[config.mk]
export PLATFORM = sky130hd
export DESIGN_NAME = egress_arbiter
export DESIGN_NICKNAME = d
export VERILOG_FILES = /design/src/source/turbo_pkg.sv /design/src/source/egress_arbiter.sv
export SDC_FILE = /design/constraint.sdc
export NUM_CORES = 1
export LEC_CHECK = 0
export BUFFER_PORTS_ARGS = -buffer_cell sky130_fd_sc_hd__buf_4
export CORE_AREA = 2 2 249 251
export CTS_CLUSTER_SIZE = 8
export DETAILED_ROUTE_END_ITERATION = 10
export DIE_AREA = 0 0 251 253
export GPL_TIMING_DRIVEN = 0
export HOLD_SLACK_MARGIN = 0.05
export PLACE_DENSITY = 0.3
export SETUP_SLACK_MARGIN = 0.2
export SLEW_MARGIN = 40
export SYNTH_ARGS = -nofsm -noshare
export SYNTH_HDL_FRONTEND = slang
export SYNTH_SLANG_ARGS = --single-unit
[constraint.sdc]
create_clock -name axi_aclk -period 4.1 [get_ports axi_aclk]
set_input_delay 0.82 -clock axi_aclk [delete_from_list [all_inputs] [get_ports axi_aclk]]
set_output_delay 0.82 -clock axi_aclk [all_outputs]
set_load 0.02 [all_outputs]
[src/source/turbo_pkg.sv]
//******************************
// stream field widths and types shared by the aggregator
// tstrb width follows tdata, one strobe per byte
//******************************
`default_nettype none

package turbo_pkg;

   // beat payload widths
   localparam int TDATA_W = 64;
   localparam int TUSER_W = 32;
   localparam int TSTRB_W = TDATA_W / 8;  // one strobe per data byte

   // one word of stream data
   typedef logic [TDATA_W-1:0] tdata_t;

   // byte strobes that go with tdata_t
   typedef logic [TSTRB_W-1:0] tstrb_t;

   // sideband metadata, carried through untouched
   typedef logic [TUSER_W-1:0] tuser_t;

   // egress arbiter FSM
   typedef enum logic [0:0] {
      ARB_IDLE = 1'b0,  // scanning queues
      ARB_SEND = 1'b1   // forwarding one packet
   } arb_state_t;

endpackage

`default_nettype wire
[src/source/egress_arbiter.sv]
//******************************
// round-robin over the queues, one whole packet per turn
// packets never interleave, a queue keeps the port until tlast
// NUM_QUEUES must be 2 or more
//******************************
`timescale 1ns/10ps
`default_nettype none

module egress_arbiter
   import turbo_pkg::*;
#(
   parameter int NUM_QUEUES = 5
)
(
   input  logic   axi_aclk,
   input  logic   axi_resetn,

   // queue heads
   input  tdata_t q_tdata [NUM_QUEUES],
   input  tstrb_t q_tstrb [NUM_QUEUES],
   input  tuser_t q_tuser [NUM_QUEUES],
   input  logic   q_tlast [NUM_QUEUES],
   input  logic   q_empty [NUM_QUEUES],
   output logic   q_pop   [NUM_QUEUES],

   // master stream
   output tdata_t m_axis_tdata,
   output tstrb_t m_axis_tstrb,
   output tuser_t m_axis_tuser,
   output logic   m_axis_tvalid,
   input  logic   m_axis_tready,
   output logic   m_axis_tlast
);

   localparam int QW = $clog2(NUM_QUEUES);
   localparam logic [QW-1:0] LAST_QUEUE = QW'(NUM_QUEUES - 1);

   arb_state_t state;
   arb_state_t state_next;

   logic [QW-1:0]         cur_queue;
   logic [QW-1:0]         cur_queue_next;
   logic [QW-1:0]         cur_queue_plus1;
   logic                  cur_empty;
   logic                  xfer;      // beat accepted by the sink

   assign cur_queue_plus1 = (cur_queue == LAST_QUEUE) ? '0 : cur_queue + 1'b1;
   assign cur_empty       = q_empty[cur_queue];

   // selected head straight onto the master port
   assign m_axis_tdata  = q_tdata[cur_queue];
   assign m_axis_tstrb  = q_tstrb[cur_queue];
   assign m_axis_tuser  = q_tuser[cur_queue];
   assign m_axis_tlast  = q_tlast[cur_queue];
   assign m_axis_tvalid = (state == ARB_SEND) && !cur_empty;

   assign xfer = m_axis_tvalid && m_axis_tready;

   // pop only the owning queue, and only on a transfer
   for (genvar i = 0; i < NUM_QUEUES; i++) begin : g_pop
      assign q_pop[i] = xfer && (cur_queue == QW'(i));
   end

   always_comb begin
      state_next     = state;
      cur_queue_next = cur_queue;

      case (state)
         ARB_IDLE: begin
            // claim a queue with data, else move on
            if (!cur_empty) begin
               state_next = ARB_SEND;
            end else begin
               cur_queue_next = cur_queue_plus1;
            end
         end

         ARB_SEND: begin
            if (xfer && m_axis_tlast) begin  // end of packet, pass the turn
               state_next     = ARB_IDLE;
               cur_queue_next = cur_queue_plus1;
            end
         end

         default: begin
            state_next = ARB_IDLE;
         end
      endcase
   end

   always_ff @(posedge axi_aclk) begin
      if (!axi_resetn) begin
         state     <= ARB_IDLE;
         cur_queue <= '0;
      end else begin
         state     <= state_next;
         cur_queue <= cur_queue_next;
      end
   end

   // a stalled beat holds, which relies on the queue head staying put
   assert property (@(posedge axi_aclk) disable iff (!axi_resetn)
      (m_axis_tvalid && !m_axis_tready) |=>
         (m_axis_tvalid && $stable(m_axis_tdata) && $stable(m_axis_tstrb)
          && $stable(m_axis_tuser) && $stable(m_axis_tlast)))
      else $error("master stream changed while stalled");

endmodule

`default_nettype wire

==> flow_summary_export.csv <==
group,metric,value,unit
layout,register_area,80.1,um^2
yosys,syn_nets,1181,
worst_setup_path,r2r_cells,7,
sta,clock_skew,0.500,ps
worst_setup_path,crit_start,"cur_queue[2]$_SDFFE_PN0P_",
yosys,async_flop_share,0,
power,powerDensity,524,nW/um^2
die,coreArea,61000,um^2
yosys,synth_flop_cell,"dfxtp_1",
grt,grt_use_met2,0.249,
yosys,synth.most_common_cell,"mux2i_1",
grt,grtUsageMet1,0.143,
power,p_leak,4.60,nW
cts,hold_buffers,0,
placed_design,hpwlAfterDp,37500,um
grt,grt_pass1_vias,8127,
worst_setup_path,crit_path_end_kind,"output port",
sta,max_freq,0.267,GHz
drt,drtAntennaViolNets,0,
worst_setup_path,worstPathCellList,"buf_2 > buf_2 > clkbuf_4 > buf_4 > mux2i_1 > nor2_1 > a21oi_1 > o22ai_1 > buf_4",
power,swShare,0.584,
yosys,ys_ff_latch,4,
sta,final_max_slew_viol_count,0,
worst_setup_path,startpoint_type,"flop",
die,die_area,63500,um^2
drt,vias,7697,
yosys,yosys_warnings,0,
worst_setup_path,critPathMaxStageDelay,390,ps
min_path,holdCritPathClass,"reg2reg",
yosys,synth_area,4410,um^2
sta,slew_headroom,0.547,
yosys,ys_types,30,
cts,clock_sinks,4,
layout,fin_nets,1829,
die,num_rows,91,
cts,cts_buffers,3,
sta,finalHoldViolCount,0,
drt,firstDrtPassIters,6,
power,internal-power,2.25,mW
flow_run,max_cap_violations,0,
grt,grt_pass1_wl,59100,um
power,power,5.41,mW
grt,grt-ovfl-total,0,
die,ios,644,
worst_setup_path,reg2reg_from,"cur_queue[2]$_SDFFE_PN0P_",
worst_setup_path,path_class,"reg2out",
sta,post-route-period-util,0.915,
sta,worst_pin_slew,680,ps
cts,cts_root_buffer,"clkbuf_16",
worst_setup_path,path_delay_family,"buffers and inverters",
sta,setup_violations,0,
worst_setup_path,r2r_end,"cur_queue[1]$_SDFFE_PN0P_",
yosys,synth_area_leaders,"mux2i_1 (48%), o22ai_1 (15%), a21oi_1 (12%), nor2_1 (9.3%), clkbuf_1 (3.2%)",
power,power_frac_seq,0.013,
layout,drive_gt1_frac,0.529,
worst_setup_path,worstPathRequired,3280,ps
die,die_h,253,um
layout,multi_input_area,4000,um^2
power,switching_power,3.16,mW
die,initial_utilization,0.0722,
yosys,synth_edf_count,0,
yosys,netlist.top_cell.by_area,"mux2i_1",
placed_design,io_buffer_count,643,
die,die_width,251,um
worst_setup_path,reg2reg_slack,1900,ps
worst_setup_path,critPathMaxFanout,10,
power,vdd_drop_max,0.172,mV
yosys,yosysSeqAreaShare,0.0182,
drt,initialDrtViolationCount,266,
cts,clk_pin_slew,30,ps
cts,clock_latency,220,ps
sta,setup_tns,0,ps
cts,clock_path_buffers,2,
grt,grt_usage,0.127,
grt,top_usage_layer,"met2",
grt,antenna_found_initial,6,
layout,fin_area,10300,um^2
outcome,status,"finished, final reports clean",
grt,met3_usage,0.0294,
drt,drc,0,
yosys,synth.avg_cell_area,6.85,um^2
worst_setup_path,critPathArrivalTime,2930,ps
sta,fin_crit,3750,ps
sta,rsz0062_at_grt,"false",
drt,wl_per_cell,20.9,um
worst_setup_path,critical_path.slowest_cell,"clkbuf_4",
cts,cts_tree,"built",
cts,cts_max_level,1,
placed_design,gp_congestion,0.832,
drt,wirelength,43400,um
yosys,synth_top_area_frac,0.477,
worst_setup_path,crit_end,"m_axis_tuser[20]",
power,p_clk_frac,0.028,
yosys,netlist_instances,643,
layout,fillCellCount,7043,
placed_design,placed_area,10200,um^2
layout,areaGrowthSynthToFinish,134,%
worst_setup_path,cp.depth,9,
yosys,synth_commonest_cells,"mux2i_1 (210), nor2_1 (109), a21oi_1 (106)",
power,p_comb_frac,0.960,
drt,viasPerCell,3.70,
grt,grt_max_degree,11,
worst_setup_path,crit_buf_inv,5,
cell usage in the layout, fill, tap and decap left out, types with 2 or more instances in the layout:
cell,netlist,routed
clkbuf_2,0,2
mux2i_1,210,210
clkbuf_16,0,3
and2_1,6,6
a41o_1,2,2
dfxtp_1,4,4
clkbuf_1,38,35
clkbuf_4,0,2
ha_1,5,5
buf_1,7,6
nand3_1,2,2
nand2_1,7,7
a21oi_1,106,106
diode_2,0,2
inv_1,3,3
buf_4,2,646
nor2_1,109,109
buf_2,24,23
o22ai_1,103,103
logic make-up (layout without fill, tap and decap cells):
logic type,count (synthesis),after routing,synth area share
AO/OA/AOI/OAI,215,215,0.284
multiplexers,213,213,0.488
AND/OR/NAND/NOR,130,130,0.120
buffers and inverters,75,721,0.0741
adder cells (fa/ha/maj),5,5,0.0142
flip-flops,4,4,0.0182
XOR/XNOR,1,1,0.00199
other,0,2,0
metal layers:
layer / vias to the layer above / wire length (um)
met5: - / 0
met4: 0 / 465
met3: 29 / 3180
met2: 415 / 22900
met1: 3533 / 16900
li1: 3720 / -
flip-flops by register name (all words and copies together), names as in the netlist:
signal	flops
state	1
cur_queue	3
how the worst min path moves through the flow:
stage | slack, ps | startpoint | depth (start not counted) | endpoint
floorplan | 680 | state$_SDFF_PN0_ | 3 | cur_queue[0]$_SDFFE_PN0P_
global placement | 740 | state$_SDFF_PN0_ | 3 | cur_queue[1]$_SDFFE_PN0P_
detailed placement | 730 | state$_SDFF_PN0_ | 3 | cur_queue[1]$_SDFFE_PN0P_
CTS | 750 | state$_SDFF_PN0_ | 3 | cur_queue[2]$_SDFFE_PN0P_
global route | 790 | state$_SDFF_PN0_ | 3 | cur_queue[2]$_SDFFE_PN0P_
finish | 730 | state$_SDFF_PN0_ | 3 | cur_queue[0]$_SDFFE_PN0P_
worst reg2reg max path, cell delays in order, from the launching register on:
cell and delay, ps:
dfxtp_1 290, buf_2 170, buf_2 380, clkbuf_4 400, buf_2 440, nand2_1 190, nand3_1 140, mux2i_1 70
area by class of cell:
cell class | count | area share
sequential | 4 | 0.00776
inverter | 3 | 0.00109
multi-input combinational | 564 | 0.388
tap | 790 | 0.0958
timing repair buffer | 643 | 0.468
buffer | 72 | 0.0318
clock buffer | 3 | 0.00728
antenna | 2 | 0.000485
per-stage QoR:
stage / instances / setup WS [ps] / hold slack, ps / utilization
finish: 2081 / 349 / 732 / 0.169
global route: 2079 / 230 / 790 / 0.169
CTS: 2079 / 193 / 746 / 0.169
detailed placement: 2076 / 140 / 732 / 0.168
global placement: 2076 / -12.8 / 737 / 0.168
floorplan: 643 / 1350 / 675 / -
power groups by stage:
stage               logic (mW)  clock network, mW  registers (mW)
floorplan                 2.83                  0          0.0632
global route              5.56              0.156          0.0710
finish                    5.19              0.150          0.0677
detailed placement        5.28                  0          0.0692
CTS                       5.31              0.153          0.0688
global placement          5.31                  0          0.0692
repair_timing:
action                                  4_1_cts  5_1_grt
endpoints found under the setup margin        6        1
buffers inserted                              0        0
pin swaps                                     0        0
resized for setup                             3        1
Note: power is estimated with default switching activity, not from simulation.
